==> src/hdl/mem_stage_consts.svh <==
`ifndef MEM_STAGE_CONSTS_SVH
`define MEM_STAGE_CONSTS_SVH

// MIPS primary opcodes, bits 31:26 of the instruction
`define OP_LB   6'h20
`define OP_LH   6'h21
`define OP_LWL  6'h22
`define OP_LW   6'h23
`define OP_LBU  6'h24
`define OP_LHU  6'h25
`define OP_LWR  6'h26

`define OP_SB   6'h28
`define OP_SH   6'h29
`define OP_SWL  6'h2a
`define OP_SW   6'h2b
`define OP_SWR  6'h2e

// LL/SC behave as LW/SW here
`define OP_LL   6'h30
`define OP_SC   6'h38

// datapath width
`define DATA_W  32

// data ram geometry, in words
`define MEM_DEPTH_WORDS 256
`define MEM_IDX_W       8

`endif
==> src/hdl/mem_stage_pkg.sv <==
`include "mem_stage_consts.svh"

package mem_stage_pkg;

    typedef logic [`DATA_W-1:0] word_t;
    typedef logic [31:0]        addr_t;     // byte address
    typedef logic [5:0]         opcode_t;
    typedef logic [3:0]         byte_en_t;  // bit 0 = byte 0

    // one lane's request in M
    typedef struct packed {
        logic    valid;
        opcode_t op;
        addr_t   addr;
        word_t   wdata;     // store source
        word_t   rt_value;  // old rt, merged by lwl/lwr
    } mem_req_t;

    typedef struct packed {
        logic load_err;
        logic store_err;
    } mem_exc_t;

    // access that owns the memory port this cycle
    typedef struct packed {
        logic    valid;
        opcode_t op;
        addr_t   addr;
        word_t   wdata;
        word_t   rt_value;
        logic    is_load;
        logic    is_store;
    } mem_access_t;

    typedef struct packed {
        logic  valid;
        word_t data;
    } load_resp_t;

endpackage

==> src/hdl/store_align.sv <==
`timescale 1ns/1ps
`include "mem_stage_consts.svh"

module store_align (
    input  mem_stage_pkg::mem_access_t sel_access,
    output logic                       wr_en,
    output logic [`MEM_IDX_W-1:0]      wr_idx,
    output mem_stage_pkg::byte_en_t    wr_be,
    output mem_stage_pkg::word_t       wr_data
);

    logic [1:0]           off;
    mem_stage_pkg::word_t src;

    assign off = sel_access.addr[1:0];
    assign src = sel_access.wdata;

    assign wr_en  = sel_access.valid & sel_access.is_store;
    assign wr_idx = sel_access.addr[`MEM_IDX_W+1:2];  // word index above the offset

    always_comb begin
        wr_be   = 4'b0000;
        wr_data = src;
        case (sel_access.op)
            `OP_SW, `OP_SC: begin
                wr_be   = 4'b1111;
                wr_data = src;
            end
            `OP_SH: begin
                wr_be   = off[1] ? 4'b1100 : 4'b0011;
                wr_data = {2{src[15:0]}};
            end
            `OP_SB: begin
                wr_be   = 4'b0001 << off;
                wr_data = {4{src[7:0]}};
            end
            // top bytes of rt into the low lanes
            `OP_SWL: begin
                wr_be   = 4'b1111 >> (~off);
                wr_data = src >> {~off, 3'b000};
            end
            // low bytes of rt into the high lanes
            `OP_SWR: begin
                wr_be   = 4'b1111 << off;
                wr_data = src << {off, 3'b000};
            end
            default: begin
                wr_be   = 4'b0000;
                wr_data = src;
            end
        endcase
    end

endmodule

==> config.mk <==
export PLATFORM = sky130hd
export DESIGN_NAME = store_align
export DESIGN_NICKNAME = d
export VERILOG_FILES = /design/src/hdl/mem_stage_pkg.sv /design/src/hdl/store_align.sv
export VERILOG_INCLUDE_DIRS = /design/src /design/src/hdl
export SDC_FILE = /design/constraint.sdc
export NUM_CORES = 1
export LEC_CHECK = 0
export ABC_CLOCK_PERIOD_IN_PS = 1500
export BUFFER_PORTS_ARGS = -buffer_cell sky130_fd_sc_hd__clkbuf_2
export CAP_MARGIN = 20
export CORE_ASPECT_RATIO = 0.8
export CORE_MARGIN = 1
export CORE_UTILIZATION = 39
export DETAILED_ROUTE_END_ITERATION = 16
export PLACE_DENSITY_LB_ADDON = 0.05
export SYNTH_ARGS = -nofsm -noshare
export SYNTH_HDL_FRONTEND = slang
export SYNTH_SLANG_ARGS = --single-unit
==> constraint.sdc <==
create_clock -name vclk -period 1.5
set_input_delay 0.075 -clock vclk [all_inputs]
set_output_delay 0.075 -clock vclk [all_outputs]
set_load 0.01 [all_outputs]
### After elaboration in Yosys (flattened, before gate mapping)

Cells that the tools add are included.

* equality and inequality tests: 6
* shifts and indexed selects: 5
* mux-type cells: 3
* bitwise gates (word level): 2
* reductions and logical operators: 1

Operator list (number)
* one-hot mux 32 bit (4 select lines): 1
* equality test 6 bit (second input constant): 6
* left shift 32 x 5 -> 32 bit: 1
* >> shifter 32 x 5 -> 32 bit: 1
* one-hot mux 4 bit (5 select lines): 1
* two-way mux 4 bit: 1
* left shift 1 x 2 -> 4 bit (first input constant): 1
* left shift 4 x 2 -> 4 bit (first input constant): 1
* >> shifter 4 x 2 -> 4 bit (first input constant): 1
* NOT 2 bit: 1
* OR reduction 2 bit: 1
* AND 1 bit: 1

* register bits: 0
* input port bits: 105
* output and inout port bits: 45
* logic and storage cells: 17

### Longest topological paths before layout

* depth after elaboration: 3
* depth in mapped cells: 7
* mapped depth without buffers: 4

### Least setup slack after synthesis

Ideal clock, no wire load.

* path kind: input to output
* from: in sel_access[66] in the netlist's numbering
* to: out wr_data[27]
* arrival time: 1113 ps
* setup slack: 312 ps
* stages on the path: 5
* path buffers: 2
* cell sequence: buf_6 > buf_6 > mux4_2 > a22oi_1 > nand2_1

* word-level cells in the longest chain between the ends: 3
* elaborated cells between the ends (all ways): 4
* those cells by class: 2 x shift; 1 x mux; 1 x bitwise

RTL lines
* from (decl): line store_align.sv:5 `input mem_stage_pkg::mem_access_t sel_access,`
* NOT 2 bit: line store_align.sv:40 `wr_data = src >> {~off, 3'b000};`
* >> shifter 32 x 5 -> 32 bit: line store_align.sv:40
* one-hot mux 32 bit (4 select lines) *: line store_align.sv:24 `case (sel_access.op)`
* to (decl): line store_align.sv:9 `output mem_stage_pkg::word_t wr_data`

Every way passes the cells marked *; elsewhere a longest branch is shown, timed or not.

### Worst setup path after layout

* from: in sel_access[66] in the netlist's numbering
* to: out wr_data[21]

Same word-level chain as after synthesis.

==> results.py <==
metrics = {
    "sta": {
        "slew_headroom": 0.7144,
        "finalHoldViolCount": 0,
        "period_needed_ps": 1443,
        "drv_slew": 0,
        "rsz0062_at_grt": "no",
        "tns_ps": 0,
        "worst_pin_slew_ps": 427.5,
        "setup_viol": 0,
        "fin_crit_sh": 0.9617,
        "finalWorstSetupSlack_ps": 57.44,
        "fmax_ghz": 0.6932,
    },
    "die": {
        "fp.dieH_um": 58.64,
        "die_w_um": 72.80,
        "core.rowCount": 20,
        "core_um2": 3829,
        "die-area_um2": 4269,
        "io_pins": 150,
        "start_util": 0.4085,
    },
    "cells_and_area": {
        "ff_latch_area_um2": 0,
        "nets": 411,
        "syn_to_final_growth_pct": 46.64,
        "multi_input_area_um2": 1388,
        "postLayoutCoreUtil": 0.5990,
        "diodes": 0,
        "drive_above_1_share": 0.5230,
        "finish.instance_area_um2": 2293,
        "clockBufferCount": 0,
        "n_fill_cell": 365,
        "seq_cells": 0,
    },
    "grt": {
        "use_met1": 0.3780,
        "gr-usage-met3": 0.01884,
        "antenna_found_initial": 0,
        "use_met2": 0.4192,
        "grt_first_pass_wirelength_um": 8542,
        "grt_overflow": 0,
        "gr-max-usage-layer": "met2",
        "grt_usage": 0.2546,
        "grt_pass1_vias": 1714,
        "grt_max_degree": 19,
    },
    "setup_path": {
        "start_kind": "input pin",
        "crit_family": "compound AO/OA/AOI/OAI gates",
        "required_ps": 1420,
        "worst-path-buf-inv": 3,
        "path_cells": "buf_6 -> buf_12 -> mux2_4 -> a22o_1 -> a222oi_1 -> o21ai_1 -> clkbuf_2",
        "crit_path_end_kind": "output port",
        "cp.arrival_ps": 1370,
        "slowest_stage": "a222oi_1",
        "critical_path_class": "input pin to output port",
        "crit_fanout": 5,
        "slowest_delay_ps": 310,
    },
    "yosys": {
        "synth_compound_area_frac": 0.3144,
        "synth_simple_gate_area_share": 0.3040,
        "synth_top_family_by_area": "compound AO/OA/AOI/OAI gates",
        "muxShareOfSynthArea": 0.2600,
        "yosysSeqAreaShare": 0,
        "synth-xor-area-share": 0,
        "synth_area_um2": 1564,
        "yosys_warnings": 0,
        "synth.avg_cell_area_um2": 7.743,
        "synth_top_area_frac": 0.1008,
        "syn_nets": 307,
        "synth_cell_types": 45,
        "yosysMostFrequentCell": "nand2_1",
        "synth_top_area_cell": "a22o_1",
        "synthTopCellsByCount": "40 x nand2_1, 18 x a22o_1, 17 x a22oi_1, 12 x buf_4, 12 x nand3_1",
        "synth.area.top_cells": "a22o_1 10%, nand2_1 9.6%, a22oi_1 8.2%",
        "synthCells": 202,
        "synthAdderAreaFrac": 0,
    },
    "power_and_ir_drop": {
        "ir_drop_uv": 140.9,
        "powerDensity_nw_per_um2": 268.7,
        "leakagePower_nw": 1.151,
    },
    "hold_path": {
        "hold_path_class": "input pin to output port",
        "holdPathStages": 0,
        "hp-start": "sel_access[71]",
        "whs_endpoint": "wr_idx[3]",
    },
    "outcome": {
        "status": "finished, final reports clean",
    },
    "drt": {
        "routed_wirelength_um": 5764,
        "first_pass_iters": 4,
        "post-route-drc-count": 0,
        "routed_via_density": 5.738,
        "drt_iter0_markers": 218,
        "via_count": 2060,
        "wire_per_inst_um": 16.06,
        "ant_nets": 0,
    },
    "placed_design": {
        "dp_hpwl_um": 4329,
        "pre_cts_ws_ps": 11.91,
        "port_buffers": 79,
        "placed_cell_area_um2": 2173,
        "gp_congestion": 0.8317,
    },
    "clocking": {
        "cts-hold-fix-buffers": 0,
    },
    "job": {
        "cap_violations": 0,
    },
}
## where the power goes
group          total, mW  switching, mW  internal [mW]
Clock                  0              0              0
Combinational      0.616          0.301          0.315
Sequential             0              0              0
## kinds of logic (layout without fill, tap and decap cells)
family	Yosys count	in the layout
simple gates	82	82
mux	31	31
compound gates	62	62
buf+inv	27	129
## cell usage in the layout (no fill, tap or decap), types with 4 or more instances in the layout
master / count
nand3_1: 12
buf_6: 5
a22oi_1: 17
a221o_1: 5
mux2_2: 11
o21ai_1: 5
buf_4: 38
a22o_1: 18
clkbuf_2: 77
mux2_4: 4
nand2_1: 40
mux4_2: 5
mux2i_1: 11
## timing repair
item | 4_1_cts | 5_1_grt
resized for setup | 0 | 14
setup buffers | 0 | 3
endpoints found under the setup margin | 0 | 24
## area by class of cell
class | count | area share
inverters | 4 | 0.006547
multi-input cells | 175 | 0.6050
repair buffers | 125 | 0.3584
well taps | 55 | 0.03001
## worst max path at each step
stage	cells past startpoint	start	end
2_1_floorplan	5	sel_access[66]	wr_data[27]
3_3_place_gp	8	sel_access[66]	wr_data[19]
3_5_place_dp	8	sel_access[66]	wr_data[19]
4_1_cts	8	sel_access[66]	wr_data[19]
5_1_grt	8	sel_access[67]	wr_data[8]
6_report	7	sel_access[66]	wr_data[21]
## metal layers
metal | up-vias | share of wire
met2 | 100 | 0.46
met1 | 957 | 0.45
met4 | 0 | 0.0066
li1 | 997 | -
met3 | 6 | 0.080
met5 | - | 0
## stage by stage
stage / instances / hold WS, ps / power (mW)
floorplan: 202 / 241.8 / 0.3593
global placement: 354 / 150.1 / 0.5733
detailed placement: 354 / 150.1 / 0.5798
CTS: 354 / 150.1 / 0.5812
global route: 359 / 150.0 / 0.6609
finish: 359 / 150.0 / 0.6162
Note: power is estimated with default switching activity, not from simulation.
