[config.mk]
export PLATFORM = sky130hd
export DESIGN_NAME = load_align
export DESIGN_NICKNAME = d
export VERILOG_FILES = /design/src/hdl/mem_stage_pkg.sv /design/src/hdl/load_align.sv
export VERILOG_INCLUDE_DIRS = /design/src /design/src/hdl
export SDC_FILE = /design/constraint.sdc
export NUM_CORES = 1
export LEC_CHECK = 0
export ABC_AREA = 1
export BUFFER_PORTS_ARGS = -buffer_cell sky130_fd_sc_hd__buf_2
export CORE_UTILIZATION = 50
export DETAILED_ROUTE_END_ITERATION = 8
export PLACE_DENSITY = 0.88
export SYNTH_ARGS = -nofsm -noshare
export SYNTH_HDL_FRONTEND = slang
export SYNTH_SLANG_ARGS = --single-unit
[constraint.sdc]
create_clock -name clk -period 4.8 [get_ports clk]
set_input_delay 0.96 -clock clk [delete_from_list [all_inputs] [get_ports clk]]
set_output_delay 0.96 -clock clk [all_outputs]
set_load 0.005 [all_outputs]
[src/hdl/mem_stage_consts.svh]
`ifndef MEM_STAGE_CONSTS_SVH
`define MEM_STAGE_CONSTS_SVH

// MIPS primary opcodes, bits 31:26 of the instruction
`define OP_LB   6'h20
`define OP_LH   6'h21
`define OP_LWL  6'h22
`define OP_LW   6'h23
`define OP_LBU  6'h24
`define OP_LHU  6'h25
`define OP_LWR  6'h26

`define OP_SB   6'h28
`define OP_SH   6'h29
`define OP_SWL  6'h2a
`define OP_SW   6'h2b
`define OP_SWR  6'h2e

// LL/SC behave as LW/SW here
`define OP_LL   6'h30
`define OP_SC   6'h38

// datapath width
`define DATA_W  32

// data ram geometry, in words
`define MEM_DEPTH_WORDS 256
`define MEM_IDX_W       8

`endif
[src/hdl/mem_stage_pkg.sv]
`include "mem_stage_consts.svh"

package mem_stage_pkg;

    typedef logic [`DATA_W-1:0] word_t;
    typedef logic [31:0]        addr_t;     // byte address
    typedef logic [5:0]         opcode_t;
    typedef logic [3:0]         byte_en_t;  // bit 0 = byte 0

    // one lane's request in M
    typedef struct packed {
        logic    valid;
        opcode_t op;
        addr_t   addr;
        word_t   wdata;     // store source
        word_t   rt_value;  // old rt, merged by lwl/lwr
    } mem_req_t;

    typedef struct packed {
        logic load_err;
        logic store_err;
    } mem_exc_t;

    // access that owns the memory port this cycle
    typedef struct packed {
        logic    valid;
        opcode_t op;
        addr_t   addr;
        word_t   wdata;
        word_t   rt_value;
        logic    is_load;
        logic    is_store;
    } mem_access_t;

    typedef struct packed {
        logic  valid;
        word_t data;
    } load_resp_t;

endpackage

[src/hdl/load_align.sv]
`timescale 1ns/1ps
`include "mem_stage_consts.svh"

module load_align (
    input  logic                       clk,
    input  logic                       rst_n,
    input  mem_stage_pkg::mem_access_t sel_access,
    output logic                       rd_en,
    output logic [`MEM_IDX_W-1:0]      rd_idx,
    input  mem_stage_pkg::word_t       rd_data,
    output mem_stage_pkg::load_resp_t  load_resp
);

    // M2 holding register, payload part
    typedef struct packed {
        mem_stage_pkg::opcode_t op;
        logic [1:0]             off;
        mem_stage_pkg::word_t   rt;
    } m2_info_t;

    logic                 m2_valid;
    m2_info_t             m2;
    logic [7:0]           sel_byte;
    logic [15:0]          sel_half;
    mem_stage_pkg::word_t keep_mask;
    mem_stage_pkg::word_t ld_data;

    assign rd_en  = sel_access.valid & sel_access.is_load;
    assign rd_idx = sel_access.addr[`MEM_IDX_W+1:2];

    always_ff @(posedge clk) begin
        if (!rst_n) begin
            m2_valid <= 1'b0;
        end else begin
            m2_valid <= rd_en;  // one-cycle response strobe
        end
    end

    always_ff @(posedge clk) begin
        if (rd_en) begin
            m2.op  <= sel_access.op;
            m2.off <= sel_access.addr[1:0];
            m2.rt  <= sel_access.rt_value;
        end
    end

    assign sel_byte = rd_data[{m2.off, 3'b000} +: 8];
    assign sel_half = rd_data[{m2.off[1], 4'b0000} +: 16];

    always_comb begin
        keep_mask = '0;
        ld_data   = rd_data;
        case (m2.op)
            `OP_LB:  ld_data = {{24{sel_byte[7]}}, sel_byte};
            `OP_LBU: ld_data = {24'h000000, sel_byte};
            `OP_LH:  ld_data = {{16{sel_half[15]}}, sel_half};
            `OP_LHU: ld_data = {16'h0000, sel_half};
            `OP_LW, `OP_LL: ld_data = rd_data;
            // low memory bytes go to the top, rt fills the rest
            `OP_LWL: begin
                keep_mask = 32'h00ff_ffff >> {m2.off, 3'b000};
                ld_data   = (rd_data << {~m2.off, 3'b000}) | (m2.rt & keep_mask);
            end
            // high memory bytes shifted down, rt keeps the top
            `OP_LWR: begin
                keep_mask = ~(32'hffff_ffff >> {m2.off, 3'b000});
                ld_data   = (rd_data >> {m2.off, 3'b000}) | (m2.rt & keep_mask);
            end
            default: begin
                keep_mask = '0;
                ld_data   = rd_data;
            end
        endcase
    end

    assign load_resp.valid = m2_valid;
    assign load_resp.data  = ld_data;

endmodule

=== Yosys cells after proc, flatten, opt, wreduce, memory -nomap -nowiden ===
Cells that the tools add are included.

* Bits in registers: 41
* Latch bits: 0
* Memory bits (writable): 0
* ROM bits: 0
* Output and inout port bits: 42
* Logic and storage cells: 24
* Memories kept: 0

* Add/sub/neg operators: 0
* $mul: 0
* Div/mod/pow operators: 0
* Magnitude comparators: 0
* Equality and inequality tests: 6
* Shift operators: 6
* Multiplexer cells: 1
* Bitwise gates (word level): 7
* Reductions and logical operators: 0

{| class="wikitable"
|+ Operators with widths
! operator !! number
|-
| case mux 32 bit (6 select lines) || 1
|-
| AND 32 bit || 2
|-
| bitwise OR 32 bit || 2
|-
| == test 6 bit (second input constant) || 6
|-
| NOT 32 bit || 1
|-
| indexed part select 32 x 6 -> 16 bit || 1
|-
| indexed part select 32 x 6 -> 8 bit || 1
|-
| left shift 32 x 5 -> 32 bit || 1
|-
| >> shifter 24 x 5 -> 32 bit (first input constant) || 1
|-
| >> shifter 32 x 5 -> 32 bit || 1
|-
| >> shifter 32 x 5 -> 32 bit (first input constant) || 1
|-
| NOT 2 bit || 1
|-
| AND 1 bit || 1
|}

=== Longest topological paths before layout ===
* Depth in word-level cells: 5
* Mapped depth: 10
* Gate-level depth less buffers: 9

=== Least setup slack after synthesis ===
OpenSTA, ideal clock, no wires.

* Path type: input -> output
* Start: input sel_access[104] in the netlist's numbering
* End: output rd_en
* Arrival time: 1.831 ns
* Data required time: 3.840 ns
* Path slack: 2.009 ns
* Stages: 2
* Buffers on the path: 0
* Cell sequence: nand2_1 > inv_1

* Word-level cells in the longest chain between the ends: 1

{| class="wikitable"
|+ Ends and longest elaborated chain
! item !! line !! text
|-
| start: declaration || load_align.sv:7 || <nowiki>input mem_stage_pkg::mem_access_t sel_access,</nowiki>
|-
| AND 1 bit || load_align.sv:28 || <nowiki>assign rd_en = sel_access.valid & sel_access.is_load;</nowiki>
|-
| end: declaration || load_align.sv:8 || <nowiki>output logic rd_en,</nowiki>
|}

Every way passes these cells.

==> impl_metrics.toml <==
[placed_design]
place_inst = 748
post_dp_cell_area_sq_mm = 0.00421
place_ws_ns = 1.42
dp_hpwl_microns = 7510
port_buffers = 109
gp_congestion = 0.923

[cells_and_area]
layout-drive-gt1-share = 0.237
fillers = 703
final_cell_mix = "nand2_1 (217), buf_2 (109), nand3_1 (97), nor2_1 (42), edfxtp_1 (40)"
nets = 795
syn_to_final_growth_pct = 14.3
postLayoutCoreUtil = 0.592
stdcell_area_sq_mm = 0.00429
final_cells = 756
final_common_cell = "nand2_1"
antenna_cells = 0

[power]
power_frac_seq = 0.467
leakagePower_nw = 2.18
p_comb_frac = 0.293
clock_power_share = 0.239
p_int_mw = 0.625
swShare = 0.327
p_sw_mw = 0.304
ir_drop_mv = 0.164
total_power_mw = 0.929
power_density_mw_per_mm2 = 216

[timing]
fmax_mhz = 284
slew_viol_final = 0
layout_setup_ws_ns = 1.27
timing.final.crit_period_ns = 3.53
fin_crit_sh = 0.735
tns_ns = 0
slew_headroom = 0.515
rsz0062_at_grt = "no"
hold_viol = 0
whs_ns = 0.831
tightestPinTransition_ns = 0.726
setup_violations = 0

[global_routing]
grt_pass1_wl_microns = 17000
antenna_found_initial = 0
grt_overflow_total = 0
grtUsageTotal = 0.281
grt_max_degree = 67
grt_pass1_vias = 3743

[clock_tree]
hold_buffers = 0
cts_sinks = 41
cts_buffer_depth = 2
cts_resized = 0
clkTransAtPathRegs_ns = 0.08
cts_setup_buffers = 0
clockRootBuffer = "clkbuf_8"
htree_levels = 2
cts_buffers = 5
cts_tree = "built"

[worst_setup_path]
crit_family = "buffers and inverters"
cp_cell_sequence = "buf_4 -> nand2_1 -> o21ai_0 -> nand2_1 -> nand4_1 -> buf_2"
path_buf_inv = 2
worstSetupPathType = "reg2out"
crit_required_ns = 3.84
critPathCaptureType = "primary output"
start_kind = "flop"
slowest_stage = "edfxtp_1"
worst_path_largest_cell_delay_ns = 0.61
path_common_cell = "nand2_1"
critPathMaxFanout = 66
arrival_ns = 2.57

[die]
dieArea_sq_mm = 0.00787
pin_count = 181
die_w_microns = 88.7
die_h_microns = 88.7
start_util = 0.518
core-area_sq_mm = 0.00725
std_cell_rows = 31

[detailed_routing]
drtPass1Iterations = 6
routed_wl_microns = 11000
dr_total_vias = 4258
via_per_inst = 5.63
wl_per_cell_microns = 14.5
drc_errors = 0
drt-initial-drc-count = 338
ant_nets = 0

[job]
maxCapViolCount = 0

[yosys]
synth_fp_nets = 715
syn_inst = 576
synth_cell_types = 27
ys_seq_area_frac = 0.325
synth-seq-cells = 41
yosysWarnings = 0
synth_area_sq_mm = 0.00376
avgSynthCellArea_sq_um = 6.52

[min_path]
min_path_type = "in2reg"

[status]
status = "complete, no violations"
## cells in the mapped netlist, drive strengths merged
| master | number | area, sq um |
|---|---|---|
| o21ai | 22 | 110 |
| o21a | 6 | 45.0 |
| nor3 | 3 | 15.0 |
| or2 | 13 | 81.3 |
| dfxtp | 1 | 20.0 |
| clkbuf | 2 | 7.51 |
| nand3 | 108 | 596 |
| inv | 39 | 146 |
| buf | 41 | 267 |
| nand3b | 1 | 7.51 |
| edfxtp | 40 | 1200 |
| nor2 | 48 | 205 |
| o2111ai | 6 | 52.6 |
| nand2 | 219 | 832 |
| nand4 | 11 | 68.8 |
| a21oi | 16 | 103 |
## path summary, 6_finish.rpt
check	cells after the start	startpoint	to
max	6	m2[33]	load_resp[5]
min	1	sel_access[11]	m2[9]
## flip-flops by register name, indices dropped and copies added, names as in the netlist
signal and flops:
m2_valid 1, m2 40
## power groups by stage
stage | clock network [mW] | logic, mW | registers (mW)
final | 0.222 | 0.272 | 0.434
after CTS | 0.227 | 0.268 | 0.434
after floorplan | 0 | 0.183 | 0.435
after detailed placement | 0 | 0.266 | 0.442
after global routing | 0.241 | 0.303 | 0.436
after global placement | 0 | 0.259 | 0.441
## logic make-up (layout without fill, tap and decap cells)
kind of cell	count (synthesis)	count (layout)	share of synthesized area
buffers and inverters	82	163	0.112
AOI/OAI and AO/OA	50	50	0.0826
and+or+nand+nor	403	403	0.481
DFF	41	41	0.325
## per-layer routing
layer,vias to the layer above,track usage,share of wire
li1,2052,-,-
met1,1905,0.345,0.39
met2,258,0.476,0.47
met3,43,0.0560,0.10
met4,0,0.132,0.029
met5,-,0,0
## layout make-up
type / instances / area [sq um] / area share
inverters: 39 / 146 / 0.0341
clock buffers: 7 / 76.3 / 0.0178
clock inverters: 1 / 7.51 / 0.00175
repair buffers: 116 / 598 / 0.139
well taps: 99 / 124 / 0.0289
flip-flops and latches: 41 / 1220 / 0.284
multi-input cells: 453 / 2120 / 0.494
(Power assumes the default switching activity.)
