## src/hdl/mem_stage_consts.svh

```systemverilog
`ifndef MEM_STAGE_CONSTS_SVH
`define MEM_STAGE_CONSTS_SVH

// MIPS primary opcodes, bits 31:26 of the instruction
`define OP_LB   6'h20
`define OP_LH   6'h21
`define OP_LWL  6'h22
`define OP_LW   6'h23
`define OP_LBU  6'h24
`define OP_LHU  6'h25
`define OP_LWR  6'h26

`define OP_SB   6'h28
`define OP_SH   6'h29
`define OP_SWL  6'h2a
`define OP_SW   6'h2b
`define OP_SWR  6'h2e

// LL/SC behave as LW/SW here
`define OP_LL   6'h30
`define OP_SC   6'h38

// datapath width
`define DATA_W  32

// data ram geometry, in words
`define MEM_DEPTH_WORDS 256
`define MEM_IDX_W       8

`endif
```

## src/hdl/mem_stage_pkg.sv

```systemverilog
`include "mem_stage_consts.svh"

package mem_stage_pkg;

    typedef logic [`DATA_W-1:0] word_t;
    typedef logic [31:0]        addr_t;     // byte address
    typedef logic [5:0]         opcode_t;
    typedef logic [3:0]         byte_en_t;  // bit 0 = byte 0

    // one lane's request in M
    typedef struct packed {
        logic    valid;
        opcode_t op;
        addr_t   addr;
        word_t   wdata;     // store source
        word_t   rt_value;  // old rt, merged by lwl/lwr
    } mem_req_t;

    typedef struct packed {
        logic load_err;
        logic store_err;
    } mem_exc_t;

    // access that owns the memory port this cycle
    typedef struct packed {
        logic    valid;
        opcode_t op;
        addr_t   addr;
        word_t   wdata;
        word_t   rt_value;
        logic    is_load;
        logic    is_store;
    } mem_access_t;

    typedef struct packed {
        logic  valid;
        word_t data;
    } load_resp_t;

endpackage

```

## src/hdl/access_check.sv

```systemverilog
`timescale 1ns/1ps
`include "mem_stage_consts.svh"

module access_check (
    input  mem_stage_pkg::mem_req_t    req0,
    input  mem_stage_pkg::mem_req_t    req1,
    input  logic                       mem_sel,
    output mem_stage_pkg::mem_exc_t    exc0,
    output mem_stage_pkg::mem_exc_t    exc1,
    output mem_stage_pkg::mem_access_t sel_access
);

    mem_stage_pkg::mem_req_t sel_req;
    mem_stage_pkg::mem_exc_t sel_exc;
    logic                    sel_ld;
    logic                    sel_st;

    function automatic logic op_is_load(input mem_stage_pkg::opcode_t op);
        case (op)
            `OP_LB, `OP_LBU, `OP_LH, `OP_LHU,
            `OP_LW, `OP_LWL, `OP_LWR, `OP_LL: op_is_load = 1'b1;
            default:                          op_is_load = 1'b0;
        endcase
    endfunction

    function automatic logic op_is_store(input mem_stage_pkg::opcode_t op);
        case (op)
            `OP_SB, `OP_SH, `OP_SW, `OP_SWL, `OP_SWR, `OP_SC: op_is_store = 1'b1;
            default:                                          op_is_store = 1'b0;
        endcase
    endfunction

    // byte ops and lwl/lwr/swl/swr never fault
    function automatic logic misaligned(input mem_stage_pkg::opcode_t op,
                                        input logic [1:0]           off);
        case (op)
            `OP_LW, `OP_LL, `OP_SW, `OP_SC: misaligned = (off != 2'b00);
            `OP_LH, `OP_LHU, `OP_SH:        misaligned = off[0];
            default:                        misaligned = 1'b0;
        endcase
    endfunction

    // both lanes are checked, selected or not
    assign exc0.load_err  = req0.valid & op_is_load(req0.op) & misaligned(req0.op, req0.addr[1:0]);
    assign exc0.store_err = req0.valid & op_is_store(req0.op) & misaligned(req0.op, req0.addr[1:0]);
    assign exc1.load_err  = req1.valid & op_is_load(req1.op) & misaligned(req1.op, req1.addr[1:0]);
    assign exc1.store_err = req1.valid & op_is_store(req1.op) & misaligned(req1.op, req1.addr[1:0]);

    assign sel_req = mem_sel ? req0 : req1;  // high picks lane 0
    assign sel_exc = mem_sel ? exc0 : exc1;
    assign sel_ld  = op_is_load(sel_req.op);
    assign sel_st  = op_is_store(sel_req.op);

    assign sel_access.valid    = sel_req.valid & (sel_ld | sel_st)
                               & ~(sel_exc.load_err | sel_exc.store_err);
    assign sel_access.op       = sel_req.op;
    assign sel_access.addr     = sel_req.addr;
    assign sel_access.wdata    = sel_req.wdata;
    assign sel_access.rt_value = sel_req.rt_value;
    assign sel_access.is_load  = sel_ld;
    assign sel_access.is_store = sel_st;

endmodule

```

## config.mk

```make
export PLATFORM = sky130hd
export DESIGN_NAME = access_check
export DESIGN_NICKNAME = d
export VERILOG_FILES = /design/src/hdl/mem_stage_pkg.sv /design/src/hdl/access_check.sv
export VERILOG_INCLUDE_DIRS = /design/src /design/src/hdl
export SDC_FILE = /design/constraint.sdc
export NUM_CORES = 1
export LEC_CHECK = 0
export ABC_CLOCK_PERIOD_IN_PS = 1680
export BUFFER_PORTS_ARGS = -buffer_cell sky130_fd_sc_hd__buf_2
export CAP_MARGIN = 10
export CELL_PAD_IN_SITES_DETAIL_PLACEMENT = 2
export CELL_PAD_IN_SITES_GLOBAL_PLACEMENT = 2
export CORE_UTILIZATION = 10
export DETAILED_ROUTE_END_ITERATION = 10
export PLACE_DENSITY = 0.95
export SLEW_MARGIN = 5
export SYNTH_ARGS = -nofsm -noshare
export SYNTH_HDL_FRONTEND = slang
export SYNTH_SLANG_ARGS = --single-unit
```

## constraint.sdc

```tcl
create_clock -name vclk -period 1.68
set_input_delay 0.252 -clock vclk [all_inputs]
set_output_delay 0.252 -clock vclk [all_outputs]
set_load 0.01 [all_outputs]
```

## After elaboration in Yosys (flattened, before gate mapping)

Cells that the tools add are included.

- Register bits: 0
- Bits in latches: 0
- Memory bits (writable): 0
- Bits in read-only memories: 0
- Input bits: 207
- Output and inout port bits: 109
- Word-level logic and storage cells: 77
- Memories: 0

- Add/sub/neg operators: 0
- Multipliers: 0
- Divide/modulo/power cells: 0
- Magnitude comparators: 0
- Equal/unequal tests: 42
- Shift-type cells: 0
- Mux-type cells: 10
- Bitwise gates (word level): 13
- Reduce and logical (&&, ||, !) cells: 12

Operator list:

| cell | count |
|---|---|
| $eq 6x6->1 const B | 42 |
| $mux 103 | 1 |
| $reduce_or 8->1 | 3 |
| $reduce_or 6->1 | 3 |
| $and 1x1->1 | 10 |
| $reduce_or 4->1 | 2 |
| $mux 1 | 6 |
| $reduce_or 3->1 | 2 |
| $pmux 1 s2 | 2 |
| $reduce_bool 2->1 | 2 |
| $mux 2 | 1 |
| $or 1x1->1 | 2 |
| $not 1->1 | 1 |

## Depth between registers and ports, before layout

Gate-level depths: netlist (run 1).

- Depth after elaboration: 9
- Mapped depth: 7
- Depth with buffers taken out: 5

## Worst setup path after synthesis (run 1)

No wires, ideal clock.

- Kind: input to output
- Start point: input port mem_sel
- End point: output port sel_access[0] (netlist bit)
- Arrival: 1.450 ns
- Required time: 1.428 ns
- Path slack: -0.022 ns
- Stages: 6
- Buffers on the path: 2
- Cell sequence: buf_2 -> mux2_2 -> mux2_2 -> o22ai_1 -> and3_1 -> buf_4

RTL lines:

| what | RTL line | text |
|---|---|---|
| from (decl) | access_check.sv:7 | `input logic mem_sel,` |
| to (decl) | access_check.sv:10 | `output mem_stage_pkg::mem_access_t sel_access` |

==> results of run 1 <==
## routing by layer
layer / vias to the layer above / share of wire [%] / global-route usage (%) / routed length, µm
li1: 1284 / - / - / -
met1: 1317 / 39 / 15.5 / 4920
met2: 140 / 53 / 28.9 / 6720
met3: 10 / 5.8 / 1.64 / 731
met4: 0 / 1.6 / 1.70 / 207
met5: - / 0 / 0 / 0
## logic make-up after synthesis
family                 after synthesis
buffers and inverters               18
muxes                              102
AOI/OAI and AO/OA                   26
and+or+nand+nor                     22
## Yosys cell counts
| cell type | count | area [µm²] |
|---|---|---|
| sky130_fd_sc_hd__mux2_2 | 101 | 1140 |
| sky130_fd_sc_hd__buf_4 | 3 | 22.5 |
| sky130_fd_sc_hd__nand3_1 | 1 | 5.00 |
| sky130_fd_sc_hd__a21o_1 | 1 | 7.51 |
| sky130_fd_sc_hd__a211oi_1 | 2 | 15.0 |
| sky130_fd_sc_hd__nor3b_1 | 3 | 22.5 |
| sky130_fd_sc_hd__o21a_1 | 2 | 15.0 |
| sky130_fd_sc_hd__nor4b_1 | 3 | 26.3 |
| sky130_fd_sc_hd__a21oi_1 | 8 | 40.0 |
| sky130_fd_sc_hd__nor2_1 | 4 | 15.0 |
| sky130_fd_sc_hd__nand2_1 | 2 | 7.51 |
| sky130_fd_sc_hd__mux2i_1 | 1 | 10.0 |
| sky130_fd_sc_hd__a22oi_1 | 1 | 7.51 |
| sky130_fd_sc_hd__nand2b_1 | 1 | 6.26 |
| sky130_fd_sc_hd__and3_1 | 2 | 12.5 |
| sky130_fd_sc_hd__clkbuf_1 | 1 | 3.75 |
| sky130_fd_sc_hd__inv_1 | 3 | 11.3 |
| sky130_fd_sc_hd__or3b_1 | 1 | 8.76 |
| sky130_fd_sc_hd__o311ai_1 | 1 | 8.76 |
| sky130_fd_sc_hd__and3b_1 | 2 | 17.5 |
| sky130_fd_sc_hd__nand3b_1 | 2 | 15.0 |
| sky130_fd_sc_hd__o2111ai_1 | 1 | 8.76 |
| sky130_fd_sc_hd__o22ai_1 | 3 | 18.8 |
| sky130_fd_sc_hd__o21ai_0 | 5 | 25.0 |
| sky130_fd_sc_hd__a2bb2oi_1 | 1 | 8.76 |
| sky130_fd_sc_hd__a211o_1 | 1 | 8.76 |
| sky130_fd_sc_hd__nand4b_1 | 1 | 8.76 |
| sky130_fd_sc_hd__buf_2 | 11 | 55.1 |
## worst max path at each step
stage	from	to	slack (ps)	depth (start not counted)
5_1_grt	req1[96]	exc1[0]	-100	6
3_5_place_dp	mem_sel	sel_access[1]	-190	7
4_1_cts	req1[96]	exc1[0]	-20	6
6_report	req1[96]	sel_access[104]	-70	6
2_1_floorplan	mem_sel	sel_access[0]	30	6
3_3_place_gp	mem_sel	sel_access[1]	-130	7
## report_power, final
part / internal (mW) / switching, mW
clock: 0 / 0
sequential: 0 / 0
combinational: 0.567 / 0.490
## metrics by stage
stage                     setup TNS (ps)  std cells  util, %  instance area (µm²)  hold WS [ps]
after global placement              -562        668     22.5                 3400           805
final                               -133        673     23.7                 3590           803
after CTS                          -32.8        672     23.5                 3560           810
after floorplan                        0        168        -                 1560           554
after detailed placement            -748        668     22.5                 3400           809
after global routing                -277        673     23.7                 3590           819
## what timing repair did
action                                 in CTS  in global routing
buffers inserted                            4                  1
setup endpoints to repair                   8                 17
gates resized for setup                    29                  8
endpoints found under the hold margin       0                  0
pin swaps                                   9                  4
## cell type report
cell class                      count  area share [%]
Inverter                            3           0.313
Tap cell                          188            6.54
Multi-Input combinational cell    150            43.8
Timing Repair Buffer              332            49.3
## critical path, cell delays in order
cell and delay [ps]:
sky130_fd_sc_hd__buf_8 100, sky130_fd_sc_hd__or3b_1 370, sky130_fd_sc_hd__a211o_1 320, sky130_fd_sc_hd__a211oi_2 270
sky130_fd_sc_hd__a211oi_2 50, sky130_fd_sc_hd__buf_2 140
## placed cells by master (no fill, tap or decap), types with 2 or more instances in the layout
master                     instances
sky130_fd_sc_hd__buf_12            3
sky130_fd_sc_hd__nor4b_1           2
sky130_fd_sc_hd__nor2_1            4
sky130_fd_sc_hd__o21ai_2           2
sky130_fd_sc_hd__o21a_1            2
sky130_fd_sc_hd__o21ai_0           2
sky130_fd_sc_hd__a21oi_1           4
sky130_fd_sc_hd__a21oi_2           4
sky130_fd_sc_hd__inv_1             2
sky130_fd_sc_hd__buf_6             3
sky130_fd_sc_hd__nand3b_1          2
sky130_fd_sc_hd__nand2_1           2
sky130_fd_sc_hd__a211oi_2          2
sky130_fd_sc_hd__mux2_2           98
sky130_fd_sc_hd__nor3b_2           2
sky130_fd_sc_hd__buf_4            15
sky130_fd_sc_hd__and3b_1           2
sky130_fd_sc_hd__mux2_4            3
sky130_fd_sc_hd__buf_2           310
==> impl_metrics.env, run 1 <==
export IMPL_layout_sequential_cells=0
export IMPL_synth_compound_area_share_pct=10.6
export IMPL_synthesis_area_per_instance_um2=9.22
export IMPL_port_buffers=316
export IMPL_number_of_hold_repair_buffers_added_at_the_cts_stage=0
export IMPL_first_global_vias=2980
export IMPL_grt_max_degree=57
export IMPL_post_synth_fa_ha_maj_area_fraction_pct=0
export IMPL_number_of_cells_traversed_by_the_worst_hold_path=3
export IMPL_synth_top_family_by_area="multiplexers"
export IMPL_detailedRoute_firstPassIterationCount=6
export IMPL_outcome="finished, violations left"
export IMPL_die_width_um=126
export IMPL_hpwlAfterDp_mm=11.2
export IMPL_design_core_area_um2=15100
export IMPL_globalRouteTotalUtil_pct=14.0
export IMPL_required_ps=1430
export IMPL_initial_core_util_pct=10.2
export IMPL_wl_mm=12.6
export IMPL_slew_limit_headroom_pct=75.6
export IMPL_multi_input_comb_area_um2=1580
export IMPL_detail_route_vias_per_cell=4.09
export IMPL_global_route_wire_length_before_repair_mm=17.3
export IMPL_routed_wire_length_per_instance_um=18.7
export IMPL_period_needed_ps=1750
export IMPL_ys_warn_count=0
export IMPL_power_leakage_nw=1.90
export IMPL_maxSlewViolCount=0
export IMPL_post_synth_instance_area_um2=1550
export IMPL_area_growth_synth_to_final_pct=132
export IMPL_antenna_violating_nets_post_route=0
export IMPL_design_portCount=316
export IMPL_antenna_violations_before_repair=0
export IMPL_syn_nets=375
export IMPL_drc=0
export IMPL_design_die_area_um2=16000
export IMPL_timing_final_setup_violations=3
export IMPL_die_y_extent_um=126
export IMPL_holdCritPathClass="in2out"
export IMPL_fin_crit_sh_pct=104
export IMPL_preCtsSetupSlack_ps=-186
export IMPL_dr_total_vias=2751
export IMPL_max_clock_freq_ghz=0.571
export IMPL_yosys_area_share_simple_pct=9.37
export IMPL_finalWeightedCongestion=0.814
export IMPL_number_of_cells_produced_by_synthesis=168
export IMPL_drtIter0Drc=42
export IMPL_irDropWorstVdd_uv=117
export IMPL_layout_drive_gt1_share_pct=93.0
export IMPL_arrival_ps=1500
export IMPL_maxCapViolations=0
export IMPL_power_per_cell_area_nw_per_um2=294
export IMPL_hold_path_startpoint="req0[99]"
export IMPL_clock_buffers=0
export IMPL_synth_sequential_area_ratio_pct=0
export IMPL_synth_cell_types=28
export IMPL_synth_area_mux_share_pct=74.1
export IMPL_hold_path_endpoint="exc0[1]"
export IMPL_layout_setup_ws_ps=-71.4
export IMPL_xor_and_xnor_area_share_after_synthesis_pct=0
export IMPL_floorplan_rows=45
export IMPL_timing_worst_slew_pin_value_ps=365
export IMPL_total_power_mw=1.06
export IMPL_fillerInstances=1827
export IMPL_timing_critical_path_to_type="output pin"
export IMPL_grt_remaining_overflow=0
export IMPL_start_kind="input port"
export IMPL_timing_hold_violations_final=0
export IMPL_rsz0062_at_grt="yes"
export IMPL_layout_area_seq_um2=0
export IMPL_violated_checks="negative setup slack"
export IMPL_finalNetCount=694
export IMPL_num_antenna_cells=0
export IMPL_biggest_fanout_along_the_worst_timing_path=3
export IMPL_timing_worst_setup_path_type="in2out"
No activity file was read; power rests on OpenSTA's default activity.
==> run 2, diff against run 1 <==
Settings changed: RECOVER_POWER set to 50.
==> run 2 against run 1 <==
Effect of this change: the flow still finishes with violations (negative setup slack); routed wire length stayed put; final area is 0.59% lower; combinational power barely moved; worst hold slack gained 0.52 ps; maximum frequency barely moved; utilization decreased by 0.14 points; die area did not move; sequential cell count unchanged; highest routed layer unchanged.
==> impl_metrics.env, run 2 (synthesized netlist as in run 1, its figures left out) <==
export IMPL_outcome="finished, violations left"
export IMPL_violated_checks="negative setup slack"
export IMPL_timing_final_setup_violations=8
export IMPL_die_y_extent_um=126
export IMPL_global_route_wire_length_before_repair_mm=17.3
export IMPL_irDropWorstVdd_uv=116
export IMPL_required_ps=1430
export IMPL_place_inst=668
export IMPL_floorplan_rows=45
export IMPL_finish_cell_count_without_fillers=673
export IMPL_dr_total_vias=2751
export IMPL_initial_core_util_pct=10.2
export IMPL_power_per_cell_area_nw_per_um2=294
export IMPL_grt_max_degree=57
export IMPL_arrival_ps=1500
export IMPL_holdCritPathClass="in2out"
export IMPL_finalSetupTns_ps=-180
export IMPL_internal_power_mw=0.560
export IMPL_worstSetupEndpoint="sel_access[104]"
export IMPL_layout_drive_gt1_share_pct=92.6
export IMPL_power_leakage_nw=1.89
export IMPL_mostFrequentLayoutCell="sky130_fd_sc_hd__buf_2"
export IMPL_layout_setup_ws_ps=-71.3
export IMPL_timing_worst_slew_pin_value_ps=365
export IMPL_fillerInstances=1826
export IMPL_design_core_area_um2=15100
export IMPL_share_seq_of_total_power_pct=0
export IMPL_num_antenna_cells=0
export IMPL_routed_wire_length_per_instance_um=18.7
export IMPL_first_global_vias=2980
export IMPL_drc=0
export IMPL_finalWeightedCongestion=0.814
export IMPL_p_clk_share_pct=0
export IMPL_layout_sequential_cells=0
export IMPL_design_die_area_um2=16000
export IMPL_maxCapViolations=0
export IMPL_timing_worst_setup_path_type="in2out"
export IMPL_finalNetCount=694
export IMPL_start_kind="input port"
export IMPL_wl_mm=12.6
export IMPL_layout_area_seq_um2=0
export IMPL_antenna_violations_before_repair=0
export IMPL_die_width_um=126
export IMPL_maxSlewViolCount=0
export IMPL_combPwrFrac_pct=100.0
export IMPL_globalRouteTotalUtil_pct=14.0
export IMPL_switching_power_mw=0.490
export IMPL_timing_critical_path_to_type="output pin"
export IMPL_hpwlAfterDp_mm=11.2
export IMPL_period_needed_ps=1750
export IMPL_antenna_violating_nets_post_route=0
export IMPL_timing_hold_violations_final=0
export IMPL_drtIter0Drc=39
export IMPL_area_growth_synth_to_final_pct=131
export IMPL_detailedRoute_firstPassIterationCount=6
export IMPL_rsz0062_at_grt="yes"
export IMPL_netSwitchingFraction_pct=46.7
export IMPL_max_clock_freq_ghz=0.571
export IMPL_fin_crit_sh_pct=104
export IMPL_slew_limit_headroom_pct=75.7
export IMPL_preCtsSetupSlack_ps=-186
export IMPL_grt_remaining_overflow=0
export IMPL_clock_buffers=0
export IMPL_port_buffers=316
export IMPL_most_common_layout_cells="304 x sky130_fd_sc_hd__buf_2, 97 x sky130_fd_sc_hd__mux2_2, 14 x sky130_fd_sc_hd__buf_4"
export IMPL_design_portCount=316
export IMPL_biggest_fanout_along_the_worst_timing_path=3
export IMPL_number_of_cells_traversed_by_the_worst_hold_path=3
export IMPL_number_of_hold_repair_buffers_added_at_the_cts_stage=0
export IMPL_timing_startpoint_of_the_critical_path="req1[96]"
export IMPL_detail_route_vias_per_cell=4.09
==> run 2: cell count changes in the layout (fill, tap and decap cells not counted), sizes merged <==
cell	before	now
buf	332	325
clkbuf	0	7
==> run 2: through the flow <==
stage	hold slack [ps]	area, µm²	utilization, %	total power [mW]
6_report	804	3570	23.6	1.05
5_1_grt	820	3570	23.6	1.12
4_1_cts	810	3560	23.5	1.05
3_5_place_dp	809	3400	22.5	1.00
3_3_place_gp	805	3400	22.5	0.970
2_1_floorplan	554	1560	-	0.439
==> run 2: worst min path at each step <==
stage	from	slack, ps	to
detailed placement	req0[99]	810	exc0[1]
floorplan	req0[99]	550	exc0[1]
global route	req0[99]	820	exc0[1]
CTS	req0[99]	810	exc0[1]
finish	req0[99]	800	exc0[1]
global placement	req0[99]	810	exc0[1]
==> run 2: layout make-up <==
type	count	area [µm²]	share of cell area (%)
inverters	3	11.3	0.315
multi-input cells	150	1580	44.1
well taps	188	235	6.58
repair buffers	332	1750	49.0
==> run 2: critical path: stages <==
cell                       delay [ps]
sky130_fd_sc_hd__buf_8            100
sky130_fd_sc_hd__or3b_1           370
sky130_fd_sc_hd__a211o_1          320
sky130_fd_sc_hd__a211oi_2         270
sky130_fd_sc_hd__a211oi_2          50
sky130_fd_sc_hd__buf_2            140
==> run 2: layer usage <==
| metal | track usage (%) | vias to the layer above | share of wire, % |
|---|---|---|---|
| met2 | 28.9 | 140 | 53 |
| met1 | 15.5 | 1316 | 39 |
| met4 | 1.70 | 0 | 1.6 |
| li1 | - | 1285 | - |
| met3 | 1.64 | 10 | 5.8 |
| met5 | 0 | - | 0 |
==> run 2: timing repair <==
| item | CTS | global route |
|---|---|---|
| pin swaps | 9 | 4 |
| resized for setup | 29 | 8 |
| endpoints found under the setup margin | 8 | 17 |
| setup buffers | 4 | 1 |
==> run 2: power by group through the flow <==
stage,Combinational (mW),Sequential (mW),Clock [mW]
2_1_floorplan,0.439,0,0
3_3_place_gp,0.970,0,0
3_5_place_dp,1.00,0,0
4_1_cts,1.05,0,0
5_1_grt,1.12,0,0
6_report,1.05,0,0
